### src/hdl/branch_pkg.sv
//##################################################
// Shared widths, vector types and the CDB word used by
// the branch-resolution cluster. Modules import it
// inside their body and use scoped names in headers
//##################################################
package branch_pkg;

    // Data path widths
    localparam int XLEN         = 32;   // Integer register width
    localparam int B_IMM        = 12;   // Branch immediate, in half-words
    localparam int ROB_IDX_LEN  = 4;    // Reorder-buffer tag
    localparam int EXC_CODE_LEN = 4;

    // Reservation station geometry
    localparam int RS_DEPTH     = 4;
    localparam int RS_IDX_LEN   = 2;    // Enough to address RS_DEPTH entries

    // Vector types with a meaning
    typedef logic [XLEN-1:0]         xlen_t;
    typedef logic [B_IMM-1:0]        imm_t;
    typedef logic [ROB_IDX_LEN-1:0]  rob_idx_t;
    typedef logic [RS_IDX_LEN-1:0]   rs_idx_t;
    typedef logic [EXC_CODE_LEN-1:0] exc_code_t;

    // Conditional branch kinds handled by the branch unit
    typedef enum logic [2:0] {
        BEQ  = 3'd0,    // Equal
        BNE  = 3'd1,    // Not equal
        BLT  = 3'd2,    // Signed less than
        BGE  = 3'd3,    // Signed greater or equal
        BLTU = 3'd4,    // Unsigned less than
        BGEU = 3'd5     // Unsigned greater or equal
    } branch_type_t;

    // One CDB broadcast, 41 bits wide
    typedef struct packed {
        rob_idx_t  rob_idx;         // ROB entry the value belongs to
        xlen_t     value;           // Result word
        logic      except_raised;   // Producer hit an exception
        exc_code_t except_code;     // Cause when except_raised is set
    } cdb_data_t;

endpackage

### src/hdl/bu_issue_if.sv
//##################################################
// Issue path from the branch reservation station to
// the branch unit. Valid/ready handshake plus the
// operands and prediction of one branch
//##################################################
`timescale 1ns/100ps

interface bu_issue_if;
    import branch_pkg::*;

    logic         valid;        // Station offers a branch, never waits on ready
    logic         ready;        // Unit can take it this cycle
    branch_type_t branch_type;
    xlen_t        rs1;          // First operand
    xlen_t        rs2;          // Second operand
    imm_t         imm;          // Offset in half-words
    xlen_t        pred_pc;      // PC of the branch itself
    xlen_t        pred_target;  // Target guessed by fetch
    logic         pred_taken;   // Direction guessed by fetch

    // Station side
    modport rs_mp (
        output valid, branch_type, rs1, rs2, imm, pred_pc, pred_target, pred_taken,
        input  ready
    );

    // Branch unit side
    modport bu_mp (
        input  valid, branch_type, rs1, rs2, imm, pred_pc, pred_target, pred_taken,
        output ready
    );

endinterface

### src/hdl/branch_cluster.sv
//##################################################
// Top level of the branch-resolution cluster. Splits
// the CDB words into plain ports and ties the station
// to the branch unit
//##################################################
`timescale 1ns/100ps

module branch_cluster (
    input  logic                     clk_i,
    input  logic                     rst_n_i,
    input  logic                     flush_i,

    input  logic                     issue_valid_i,
    output logic                     issue_ready_o,
    input  branch_pkg::branch_type_t branch_type_i,
    input  logic                     rs1_ready_i,
    input  branch_pkg::rob_idx_t     rs1_idx_i,
    input  branch_pkg::xlen_t        rs1_value_i,
    input  logic                     rs2_ready_i,
    input  branch_pkg::rob_idx_t     rs2_idx_i,
    input  branch_pkg::xlen_t        rs2_value_i,
    input  branch_pkg::imm_t         imm_i,
    input  branch_pkg::rob_idx_t     dest_idx_i,
    input  branch_pkg::xlen_t        pred_pc_i,
    input  branch_pkg::xlen_t        pred_target_i,
    input  logic                     pred_taken_i,

    // CDB snoop side
    input  logic                     cdb_valid_i,
    input  branch_pkg::rob_idx_t     cdb_rob_idx_i,
    input  branch_pkg::xlen_t        cdb_value_i,
    input  logic                     cdb_except_i,
    input  branch_pkg::exc_code_t    cdb_exc_code_i,

    // CDB result side
    input  logic                     cdb_ready_i,
    output logic                     cdb_valid_o,
    output branch_pkg::rob_idx_t     cdb_rob_idx_o,
    output branch_pkg::xlen_t        cdb_value_o,
    output logic                     cdb_except_o,
    output branch_pkg::exc_code_t    cdb_exc_code_o
);
    import branch_pkg::*;

    cdb_data_t cdb_in;
    cdb_data_t cdb_out;
    logic      res_valid;   // Unit to station
    logic      mispredict;

    bu_issue_if bu_if ();

    assign cdb_in.rob_idx       = cdb_rob_idx_i;
    assign cdb_in.value         = cdb_value_i;
    assign cdb_in.except_raised = cdb_except_i;
    assign cdb_in.except_code   = cdb_exc_code_i;

    branch_rs u_rs (
        .clk_i          (clk_i),
        .rst_n_i        (rst_n_i),
        .flush_i        (flush_i),
        .issue_valid_i  (issue_valid_i),
        .issue_ready_o  (issue_ready_o),
        .branch_type_i  (branch_type_i),
        .rs1_ready_i    (rs1_ready_i),
        .rs1_idx_i      (rs1_idx_i),
        .rs1_value_i    (rs1_value_i),
        .rs2_ready_i    (rs2_ready_i),
        .rs2_idx_i      (rs2_idx_i),
        .rs2_value_i    (rs2_value_i),
        .imm_i          (imm_i),
        .dest_idx_i     (dest_idx_i),
        .pred_pc_i      (pred_pc_i),
        .pred_target_i  (pred_target_i),
        .pred_taken_i   (pred_taken_i),
        .bu             (bu_if.rs_mp),
        .bu_res_valid_i (res_valid),
        .bu_mispredict_i(mispredict),
        .cdb_valid_i    (cdb_valid_i),
        .cdb_data_i     (cdb_in),
        .cdb_ready_i    (cdb_ready_i),
        .cdb_valid_o    (cdb_valid_o),
        .cdb_data_o     (cdb_out)
    );

    branch_unit u_bu (
        .clk_i       (clk_i),
        .rst_n_i     (rst_n_i),
        .flush_i     (flush_i),
        .bu          (bu_if.bu_mp),
        .res_valid_o (res_valid),
        .mispredict_o(mispredict)
    );

    assign cdb_rob_idx_o  = cdb_out.rob_idx;
    assign cdb_value_o    = cdb_out.value;
    assign cdb_except_o   = cdb_out.except_raised;
    assign cdb_exc_code_o = cdb_out.except_code;

endmodule

### src/hdl/branch_rs.sv
//##################################################
// Reservation station for conditional branches.
// Snoops the CDB for missing operands, issues to the
// branch unit in order and pops results onto the CDB
// in program order
//##################################################
`timescale 1ns/100ps

module branch_rs (
    input  logic                     clk_i,
    input  logic                     rst_n_i,
    input  logic                     flush_i,

    input  logic                     issue_valid_i,
    output logic                     issue_ready_o,
    input  branch_pkg::branch_type_t branch_type_i,
    input  logic                     rs1_ready_i,
    input  branch_pkg::rob_idx_t     rs1_idx_i,
    input  branch_pkg::xlen_t        rs1_value_i,
    input  logic                     rs2_ready_i,
    input  branch_pkg::rob_idx_t     rs2_idx_i,
    input  branch_pkg::xlen_t        rs2_value_i,
    input  branch_pkg::imm_t         imm_i,
    input  branch_pkg::rob_idx_t     dest_idx_i,
    input  branch_pkg::xlen_t        pred_pc_i,
    input  branch_pkg::xlen_t        pred_target_i,
    input  logic                     pred_taken_i,

    bu_issue_if.rs_mp                bu,
    input  logic                     bu_res_valid_i,
    input  logic                     bu_mispredict_i,

    input  logic                     cdb_valid_i,
    input  branch_pkg::cdb_data_t    cdb_data_i,
    input  logic                     cdb_ready_i,
    output logic                     cdb_valid_o,
    output branch_pkg::cdb_data_t    cdb_data_o
);
    import branch_pkg::*;

    // Per-entry status
    logic         valid_q   [RS_DEPTH];  // Entry holds a branch
    logic         busy_q    [RS_DEPTH];  // Sitting in the branch unit
    logic         done_q    [RS_DEPTH];  // Outcome written back
    logic         rs1_rdy_q [RS_DEPTH];
    logic         rs2_rdy_q [RS_DEPTH];

    // Per-entry payload
    branch_type_t type_q    [RS_DEPTH];
    rob_idx_t     rs1_idx_q [RS_DEPTH];  // Producer tag of operand 1
    xlen_t        rs1_val_q [RS_DEPTH];
    rob_idx_t     rs2_idx_q [RS_DEPTH];
    xlen_t        rs2_val_q [RS_DEPTH];
    imm_t         imm_q     [RS_DEPTH];
    xlen_t        pc_q      [RS_DEPTH];
    xlen_t        tgt_q     [RS_DEPTH];
    logic         ptaken_q  [RS_DEPTH];
    rob_idx_t     dest_q    [RS_DEPTH];  // ROB slot of the branch
    logic         mispred_q [RS_DEPTH];

    // Wrapping pointers, all move forward in program order
    rs_idx_t      tail_q;       // Next free slot
    rs_idx_t      issue_q;      // Next to send to the unit
    rs_idx_t      wb_q;         // Next to receive a result
    rs_idx_t      head_q;       // Oldest entry

    logic         push;
    logic         issue;
    logic         wr_res;
    logic         pop;
    logic         cdb_ok;       // Broadcast usable for snooping
    logic         hit1 [RS_DEPTH];
    logic         hit2 [RS_DEPTH];
    logic         push_hit1;    // Operand arrives in the push cycle
    logic         push_hit2;

    function automatic rs_idx_t next_idx(input rs_idx_t idx);
        rs_idx_t nxt;
        if (idx == rs_idx_t'(RS_DEPTH - 1)) begin
            nxt = '0;
        end else begin
            nxt = idx + rs_idx_t'(1);
        end
        return nxt;
    endfunction

    // Exceptional broadcasts carry no usable value
    assign cdb_ok = cdb_valid_i & ~cdb_data_i.except_raised;

    always_comb begin
        for (int i = 0; i < RS_DEPTH; i++) begin
            hit1[i] = cdb_ok & valid_q[i] & ~rs1_rdy_q[i]
                      & (rs1_idx_q[i] == cdb_data_i.rob_idx);
            hit2[i] = cdb_ok & valid_q[i] & ~rs2_rdy_q[i]
                      & (rs2_idx_q[i] == cdb_data_i.rob_idx);
        end
    end

    // Forward a broadcast that lands together with the push
    assign push_hit1 = cdb_ok & ~rs1_ready_i & (rs1_idx_i == cdb_data_i.rob_idx);
    assign push_hit2 = cdb_ok & ~rs2_ready_i & (rs2_idx_i == cdb_data_i.rob_idx);

    assign issue_ready_o = ~valid_q[tail_q];           // Tail slot free
    assign push          = issue_valid_i & issue_ready_o;

    // Offer the oldest unissued branch once both operands are in
    assign bu.valid = valid_q[issue_q] & ~busy_q[issue_q] & ~done_q[issue_q]
                      & rs1_rdy_q[issue_q] & rs2_rdy_q[issue_q];
    assign issue    = bu.valid & bu.ready;

    assign wr_res      = bu_res_valid_i & busy_q[wb_q]; // Results come back in issue order
    assign cdb_valid_o = valid_q[head_q] & done_q[head_q];
    assign pop         = cdb_valid_o & cdb_ready_i;

    always_ff @(posedge clk_i or negedge rst_n_i) begin
        if (!rst_n_i) begin
            tail_q  <= '0;
            issue_q <= '0;
            wb_q    <= '0;
            head_q  <= '0;
            for (int i = 0; i < RS_DEPTH; i++) begin
                valid_q[i]   <= 1'b0;
                busy_q[i]    <= 1'b0;
                done_q[i]    <= 1'b0;
                rs1_rdy_q[i] <= 1'b0;
                rs2_rdy_q[i] <= 1'b0;
            end
        end else if (flush_i) begin
            tail_q  <= '0;
            issue_q <= '0;
            wb_q    <= '0;
            head_q  <= '0;
            for (int i = 0; i < RS_DEPTH; i++) begin
                valid_q[i]   <= 1'b0;
                busy_q[i]    <= 1'b0;
                done_q[i]    <= 1'b0;
                rs1_rdy_q[i] <= 1'b0;
                rs2_rdy_q[i] <= 1'b0;
            end
        end else begin
            for (int i = 0; i < RS_DEPTH; i++) begin
                if (hit1[i]) begin
                    rs1_rdy_q[i] <= 1'b1;
                end
                if (hit2[i]) begin
                    rs2_rdy_q[i] <= 1'b1;
                end
            end
            if (push) begin
                valid_q[tail_q]   <= 1'b1;
                busy_q[tail_q]    <= 1'b0;
                done_q[tail_q]    <= 1'b0;
                rs1_rdy_q[tail_q] <= rs1_ready_i | push_hit1;
                rs2_rdy_q[tail_q] <= rs2_ready_i | push_hit2;
                tail_q            <= next_idx(tail_q);
            end
            if (issue) begin
                busy_q[issue_q] <= 1'b1;    // Keeps it from being offered twice
                issue_q         <= next_idx(issue_q);
            end
            if (wr_res) begin
                busy_q[wb_q] <= 1'b0;
                done_q[wb_q] <= 1'b1;
                wb_q         <= next_idx(wb_q);
            end
            if (pop) begin
                valid_q[head_q] <= 1'b0;    // Slot free for a new push
                done_q[head_q]  <= 1'b0;
                head_q          <= next_idx(head_q);
            end
        end
    end

    always_ff @(posedge clk_i) begin
        for (int i = 0; i < RS_DEPTH; i++) begin
            if (hit1[i]) begin
                rs1_val_q[i] <= cdb_data_i.value;
            end
            if (hit2[i]) begin
                rs2_val_q[i] <= cdb_data_i.value;
            end
        end
        if (push) begin
            type_q[tail_q]    <= branch_type_i;
            rs1_idx_q[tail_q] <= rs1_idx_i;
            rs1_val_q[tail_q] <= push_hit1 ? cdb_data_i.value : rs1_value_i;
            rs2_idx_q[tail_q] <= rs2_idx_i;
            rs2_val_q[tail_q] <= push_hit2 ? cdb_data_i.value : rs2_value_i;
            imm_q[tail_q]     <= imm_i;
            pc_q[tail_q]      <= pred_pc_i;
            tgt_q[tail_q]     <= pred_target_i;
            ptaken_q[tail_q]  <= pred_taken_i;
            dest_q[tail_q]    <= dest_idx_i;
        end
        if (wr_res) begin
            mispred_q[wb_q] <= bu_mispredict_i;
        end
    end

    // Branch offered to the unit
    assign bu.branch_type = type_q[issue_q];
    assign bu.rs1         = rs1_val_q[issue_q];
    assign bu.rs2         = rs2_val_q[issue_q];
    assign bu.imm         = imm_q[issue_q];
    assign bu.pred_pc     = pc_q[issue_q];
    assign bu.pred_target = tgt_q[issue_q];
    assign bu.pred_taken  = ptaken_q[issue_q];

    // Result word, misprediction flag in bit 0
    assign cdb_data_o.rob_idx       = dest_q[head_q];
    assign cdb_data_o.value         = {{(XLEN-1){1'b0}}, mispred_q[head_q]};
    assign cdb_data_o.except_raised = 1'b0;     // Conditional branches never fault here
    assign cdb_data_o.except_code   = '0;

endmodule

### src/hdl/branch_unit.sv
//##################################################
// One-deep branch resolution stage. Takes a branch
// from the station, evaluates the condition and
// target, returns the misprediction flag next cycle
//##################################################
`timescale 1ns/100ps

module branch_unit (
    input  logic        clk_i,
    input  logic        rst_n_i,
    input  logic        flush_i,
    bu_issue_if.bu_mp   bu,
    output logic        res_valid_o,   // One-cycle pulse per resolved branch
    output logic        mispredict_o
);
    import branch_pkg::*;

    logic  taken;           // Real direction
    xlen_t offset;          // Sign-extended immediate times two
    xlen_t target;          // Real target when taken
    logic  mispredict_d;
    logic  accept;
    logic  res_valid_q;
    logic  mispredict_q;

    // Condition evaluation
    always_comb begin
        case (bu.branch_type)
            BEQ:     taken = (bu.rs1 == bu.rs2);
            BNE:     taken = (bu.rs1 != bu.rs2);
            BLT:     taken = ($signed(bu.rs1) <  $signed(bu.rs2));
            BGE:     taken = ($signed(bu.rs1) >= $signed(bu.rs2));
            BLTU:    taken = (bu.rs1 <  bu.rs2);
            BGEU:    taken = (bu.rs1 >= bu.rs2);
            default: taken = 1'b0;  // Unused encodings fall through
        endcase
    end

    assign offset = {{(XLEN-B_IMM-1){bu.imm[B_IMM-1]}}, bu.imm, 1'b0};
    assign target = bu.pred_pc + offset;

    // Wrong direction, or right direction but wrong place
    assign mispredict_d = (taken != bu.pred_taken)
                          | (taken & (target != bu.pred_target));

    // Result register drains every cycle since the station always takes it
    assign bu.ready = 1'b1;
    assign accept   = bu.valid & bu.ready;

    always_ff @(posedge clk_i or negedge rst_n_i) begin
        if (!rst_n_i) begin
            res_valid_q <= 1'b0;
        end else if (flush_i) begin
            res_valid_q <= 1'b0;    // Drop any result in flight
        end else begin
            res_valid_q <= accept;
        end
    end

    always_ff @(posedge clk_i) begin
        if (accept) begin
            mispredict_q <= mispredict_d;
        end
    end

    assign res_valid_o  = res_valid_q;
    assign mispredict_o = mispredict_q;

endmodule

### config.mk
export PLATFORM = sky130hd
export DESIGN_NAME = branch_cluster
export DESIGN_NICKNAME = d
export VERILOG_FILES = /design/src/hdl/branch_pkg.sv /design/src/hdl/bu_issue_if.sv /design/src/hdl/branch_cluster.sv /design/src/hdl/branch_rs.sv /design/src/hdl/branch_unit.sv
export SDC_FILE = /design/constraint.sdc
export NUM_CORES = 1
export LEC_CHECK = 0
export BUFFER_PORTS_ARGS = -buffer_cell sky130_fd_sc_hd__buf_2
export CAP_MARGIN = 20
export CORE_UTILIZATION = 55
export DETAILED_ROUTE_END_ITERATION = 7
export PLACE_DENSITY = 0.77
export SYNTH_ARGS = -nofsm -noshare
export SYNTH_HDL_FRONTEND = slang
export SYNTH_SLANG_ARGS = --single-unit
### constraint.sdc
create_clock -name clk_i -period 5.91 [get_ports clk_i]
set_input_delay 0.591 -clock clk_i [delete_from_list [all_inputs] [get_ports clk_i]]
set_output_delay 0.591 -clock clk_i [all_outputs]
set_load 0.03 [all_outputs]
==> summary.txt, run 1 <==
outcome: completed
GRT overflow: 0
crit path time final: 5000 ps
Ys Warns: 0
Placed Instance Area: 0.0327 mm²
die area: 0.0572 mm²
core box area: 0.0553 mm²
reg2reg end: u_bu.mispredict_o
CTS resizes: 0
final wirelength: 69100 µm
RSZ-0062 raised after global routing: false
max_slew headroom: 0.275
Pins Over Slew Limit: 0
clock transition at the registers of the reported paths: 60 ps
Die X-Extent: 239 µm
Via Count: 17100
period utilization: 0.846
Total Nets Final: 2335
Fin. Hold Viols: 0
EDFF count, synth: 629
worst skew pair latency: 620 ps
row count: 86
critical path endpoint category: flip-flop
Fill cells: 3970
worst path arrival time: 5320 ps
leakage power: 12.1 nW
Initial DRC Count: 1299
VDD IR max: 0.232 mV
synthesized area: 0.0309 mm²
Max Cap Viol: 0
r2r setup slk: 910 ps
ranking of synthesized cells by area: edfxtp_1 61%, mux4_2 11%, mux2_2 9.3%
Setup TNS Final: 0 ps
Max Fclk: 0.200 GHz
Primary FF master, synth: edfxtp_1
wire length per cell: 24.1 µm
I/O pin cnt: 248
Worst setup SP type: flip-flop
CTS tree: built
largest net degree at the start of global routing: 66
cell taking the most area after synthesis: edfxtp_1
class of the worst hold path: input pin to async pin
sequential area share after synthesis: 0.634
Worst Skew: 28.2 ps
Critical Path RT: 6220 ps
P&R area growth vs syn: 13.2%
Via density: 5.95
CTS max path bufs: 3
clock tree sinks: 658
vias in the first global route: 17900
Setup crit start: u_rs.issue_q[0]
GP Congestion: 0.892
Detail Route Antenna Nets: 0
initial core utilization: 0.559
hold slack: 35.4 ps
CTS root buffer: clkbuf_16
Worst-Margin Slew: 1090 ps
Setup violations, final: 0
Finished Core Util: 0.633
power density over cell area: 332 mW/mm²
DR pass1 iterations: 5
Avg Cell Area, Syn: 17.0 µm²
H-Tree Depth: 3
fin area: 0.0350 mm²
layout cells sized above 1: 0.359
flops & latches, synth: 658
top cell type's share of synthesized area: 0.611
path depth of the worst reg2reg path: 12
Num CTS Buffers: 69
RR Startpoint: u_rs.issue_q[0]
initial antenna violation count: 33
Post-DP HPWL: 43600 µm
WS Path Type: flip-flop to flip-flop
crit-path max FO: 21
Unique masters post-synth: 67
Chip Height: 239 µm
hold_buf cts: 0
I/O Buffers: 207
first-pass GRT wire length: 104000 µm
Worst Setup EP: u_bu.mispredict_o
Cells after Synth: 1823
Total GRT Usage: 0.244
DR DRC count: 0
Synth async-reset ratio: 0.0441
Post-CTS Setup Inserts: 0
-- cell usage after synthesis (5+ instances only) --
cell type and n:
a31oi_1 5, xnor2_1 67, dfrtp_1 29, o211ai_1 5, a21oi_1 57, buf_2 9, buf_4 39, nand2_1 60
nand3_1 18, nor3_1 39, mux2_2 256, mux2i_1 8, a211oi_1 15, inv_1 49, edfxtp_1 629, a22oi_1 5
or2_2 8, a21o_1 19, nor2b_1 9, nand4_1 20, buf_1 30, ha_1 78, o21ai_0 25, and2_1 11
and3_1 9, mux4_2 145, xor2_1 25, nor2_1 41, clkbuf_1 30, a211o_1 6
-- per-layer routing --
layer,vias to the layer above,GRT usage,part of all wire
li1,7694,-,-
met1,8719,0.290,0.38
met2,502,0.434,0.53
met3,146,0.0588,0.065
met4,32,0.0829,0.024
met5,-,0,0.0032
-- cells by family after synthesis --
| logic type | share of synthesized area |
|---|---|
| flip-flops | 0.634 |
| multiplexers | 0.205 |
| AND/OR/NAND/NOR | 0.0385 |
| AO/OA/AOI/OAI | 0.0387 |
| buffers and inverters | 0.0255 |
| XOR/XNOR | 0.0261 |
| adder cells (fa/ha/maj) | 0.0322 |
| other | 0.000121 |
-- area by class of cell --
| cell class | instances | area, µm² | share of cell area |
|---|---|---|---|
| sequential | 658 | 19600 | 0.561 |
| multi-input combinational | 1038 | 10700 | 0.305 |
| clock buffer | 85 | 1850 | 0.0528 |
| timing repair buffer | 233 | 1270 | 0.0363 |
| tap | 748 | 936 | 0.0267 |
| clock inverter | 41 | 394 | 0.0113 |
| inverter | 51 | 201 | 0.00576 |
| antenna | 17 | 42.5 | 0.00122 |
-- worst min path at each step --
stage | startpoint | endpoint | slack [ps] | cells after the start
6_report | rst_n_i | u_rs.busy_q[0] | 40 | 1
5_1_grt | rst_n_i | u_rs.valid_q[2] | 60 | 1
4_1_cts | rst_n_i | u_rs.valid_q[2] | 20 | 1
3_5_place_dp | u_bu.mispredict_o | u_rs.mispred_q[0] | 570 | 0
3_3_place_gp | u_bu.mispredict_o | u_rs.mispred_q[0] | 540 | 0
2_1_floorplan | rst_n_i | u_bu.res_valid_o | 300 | 0
-- cell usage in the layout (no fill, tap or decap), types with 23 or more instances in the layout --
master     netlist  final
nand2_1         60     60
dfrtp_1         29     27
xnor2_1         67     67
a21oi_1         57     57
conb_1           1     36
mux4_2         145    145
nor3_1          39     39
ha_1            78     78
buf_4           39     23
o21ai_0         25     25
buf_2            9    207
inv_1           49     47
clkbuf_16        0     71
edfxtp_1       629    629
xor2_1          25     25
mux2_2         256    256
nor2_1          41     41
-- power by group --
part	internal [W]	leakage [nW]	switching, W	total [W]
clock network	0.00250	1.10	0.00179	0.00430
registers	0.00546	6.15	0.0000713	0.00553
logic	0.000749	4.85	0.00106	0.00181
total	0.00871	12.1	0.00293	0.0116
-- critical path: stages (launching register included) --
cell and delay [ps]:
dfrtp_4 600, buf_4 440, mux4_2 580, ha_1 380, a21o_1 230, a221oi_2 500
o211ai_1 290, a211o_1 320, o31a_1 100, a2111oi_0 460, o2111ai_1 190, nor4_1 410
a21oi_1 190
-- registers in the layout (all words and copies together) (netlist names), 12 cells and up --
register / cells
u_rs.tgt_q: 128
u_rs.pc_q: 128
u_rs.dest_q: 16
u_rs.rs2_idx_q: 16
u_rs.imm_q: 48
u_rs.rs1_idx_q: 16
u_rs.type_q: 12
u_rs.rs2_val_q: 128
u_rs.rs1_val_q: 128
-- stage by stage --
step	power, W	setup WS, ps	instances
global placement	0.00738	911	2728
CTS	0.0117	956	2854
global route	0.0120	646	2863
finish	0.0116	908	2871
detailed placement	0.00742	972	2728
floorplan	0.00687	313	1858
No activity file was read; power rests on OpenSTA's default activity.
==> run 2: changes to the inputs <==
ABC_AREA = 1   (was default)
CORE_UTILIZATION = 60   (was 55)
PLACE_DENSITY = 0.8   (was 0.77)
clock period = 4.9 ns   (was 5.91 ns; I/O delays follow)
==> summary.txt, run 2 <==
synth cell count leaders: 727 x nand2_1, 629 x edfxtp_1, 453 x o21ai_0
clock tree sinks: 658
power density over cell area: 483 mW/mm²
Setup violations, final: 0
CTS max path bufs: 3
most common cell after layout, fill and taps aside: nand2_1
Worst-Margin Slew: 1100 ps
Die X-Extent: 233 µm
Ys Warns: 0
crit path time final: 4270 ps
critical path endpoint category: flip-flop
Total Nets Final: 3554
GRT overflow: 0
CTS root buffer: clkbuf_16
initial core utilization: 0.608
wire length per cell: 20.5 µm
Post-CTS Setup Inserts: 0
DR pass1 iterations: 7
Worst path slowest cell: dfrtp_4
synthesized area: 0.0320 mm²
cell mode on critical path: nand2_1
core box area: 0.0527 mm²
GP Congestion: 0.942
CTS tree: built
Chip Height: 233 µm
crit-path max FO: 64
RSZ-0062 raised after global routing: false
Detail Route Antenna Nets: 0
sequential area share after synthesis: 0.613
Synth async-reset ratio: 0.0441
cell taking the most area after synthesis: edfxtp_1
first-pass GRT wire length: 125000 µm
I/O pin cnt: 248
outcome: completed
final worst setup slack: 626 ps
class of the worst hold path: input pin to flip-flop
commonest non-fill, non-tap cells in the layout: 724 x nand2_1, 629 x edfxtp_1, 453 x o21ai_0
flops & latches, synth: 658
Fin. Hold Viols: 0
final cell count without fillers: 4017
Critical Path RT: 5250 ps
P&R area growth vs syn: 11.6%
Worst setup SP type: flip-flop
Primary FF master, synth: edfxtp_1
initial antenna violation count: 13
leakage power: 14.7 nW
largest net degree at the start of global routing: 115
top cell type's share of synthesized area: 0.590
Multi-input gate area: 0.0109 mm²
Worst Skew: 27.4 ps
Placed Instances: 3885
Post-DP HPWL: 51200 µm
Initial DRC Count: 2415
Buf/Inv on CP: 2
EDFF count, synth: 629
clock transition at the registers of the reported paths: 60 ps
Fill cells: 3838
Placed Instance Area: 0.0335 mm²
H-Tree Depth: 3
Setup TNS Final: 0 ps
Via density: 6.04
Via Count: 24300
row count: 84
max_slew headroom: 0.268
Num CTS Buffers: 70
Unique masters post-synth: 45
Avg Cell Area, Syn: 10.3 µm²
cell with the most instances after synthesis: nand2_1
layout cells sized above 1: 0.113
crit-path cells: inv_8 -> buf_12 -> nand2_1 -> a32o_1 -> ha_1 -> nand2_1 -> nor2_1 -> nand2_1 -> nor4_1 -> nand3_1 -> o21a_1 -> nor2_1 -> nand3_1 -> nand2_1 -> nand2_1
WS Path Type: flip-flop to flip-flop
Max Fclk: 0.234 GHz
CP top delay family: simple AND/OR/NAND/NOR gates
die area: 0.0543 mm²
vias in the first global route: 23500
ranking of synthesized cells by area: edfxtp_1 59%, nand2_1 8.5%, o21ai_0 7.1%
DR DRC count: 0
fin area: 0.0357 mm²
Pins Over Slew Limit: 0
worst path arrival time: 4630 ps
VDD IR max: 0.361 mV
Cells after Synth: 3102
Seq. cell area: 0.0196 mm²
period utilization: 0.872
Total GRT Usage: 0.302
final wirelength: 82200 µm
Finished Core Util: 0.678
CP peak stage delay: 690 ps
worst skew pair latency: 610 ps
Setup WS pre-CTS: 748 ps
I/O Buffers: 207
Max Cap Viol: 0
## run 2: cell count changes after synthesis, moves of 32 or more
cell      change
mux2_2      -256
mux2i_1      +56
mux4_2      -145
nand2_1     +667
xnor2_1      -53
o21ai_0     +428
nor2_1      +220
inv_1       +130
a32o_1       +33
nand3_1      +96
a21oi_1      +32
o22ai_1      +83
clkbuf_1     +66
## run 2: layout make-up
cell class,count,share of cell area
flip-flops and latches,658,0.549
multi-input cells,2106,0.305
clock buffers,86,0.0519
repair buffers,249,0.0400
well taps,688,0.0241
inverters,185,0.0199
clock inverters,40,0.00981
diodes,5,0.000350
## run 2: report_power, final
group	total (W)	switching, W	internal, W
logic	0.00464	0.00322	0.00142
registers	0.00750	0.000246	0.00725
clock network	0.00510	0.00213	0.00297
## run 2: kinds of logic (layout without fill, tap and decap cells)
group           count (synthesis)  after routing  synth area share
simple gates                 1170           1170             0.147
buf+inv                       373            560            0.0520
xor+xnor                       51             51            0.0142
mux                            64             64            0.0200
other cells                     1             41          0.000117
compound gates                706            706             0.122
fa+ha+maj                      79             79            0.0311
flops                         658            658             0.613
## run 2: final timing paths
path | from | cells after the start | slack, ps | to
max | u_rs.issue_q[0] | 15 | 630 | u_bu.mispredict_o
min | imm_i[1] | 1 | 100 | u_rs.imm_q[1][1]
max in group asynchronous | rst_n_i | 2 | 3950 | u_rs.issue_q[0]
max reg2reg | u_rs.issue_q[0] | 15 | 630 | u_bu.mispredict_o
min in group asynchronous | rst_n_i | 2 | 460 | u_rs.valid_q[3]
min reg2reg | u_bu.mispredict_o | 0 | 530 | u_rs.mispred_q[1]
## run 2: what timing repair did
item	4_1_cts	5_1_grt
hold buffers	1	0
endpoints found under the hold margin	29	0
gates resized for setup	0	0
## run 2: routing by layer
| layer | track usage | vias up | routed length (µm) |
|---|---|---|---|
| met5 | 0 | - | 82 |
| met4 | 0.118 | 12 | 2670 |
| met3 | 0.0563 | 230 | 6660 |
| met2 | 0.526 | 1101 | 42000 |
| met1 | 0.370 | 11700 | 30800 |
| li1 | - | 11200 | - |
## run 2: stage by stage
step / hold WS, ps / total power, W
2_1_floorplan: 194 / 0.0108
3_3_place_gp: 523 / 0.0120
3_5_place_dp: 511 / 0.0122
4_1_cts: 72.4 / 0.0172
5_1_grt: 78.5 / 0.0181
6_report: 97.9 / 0.0172
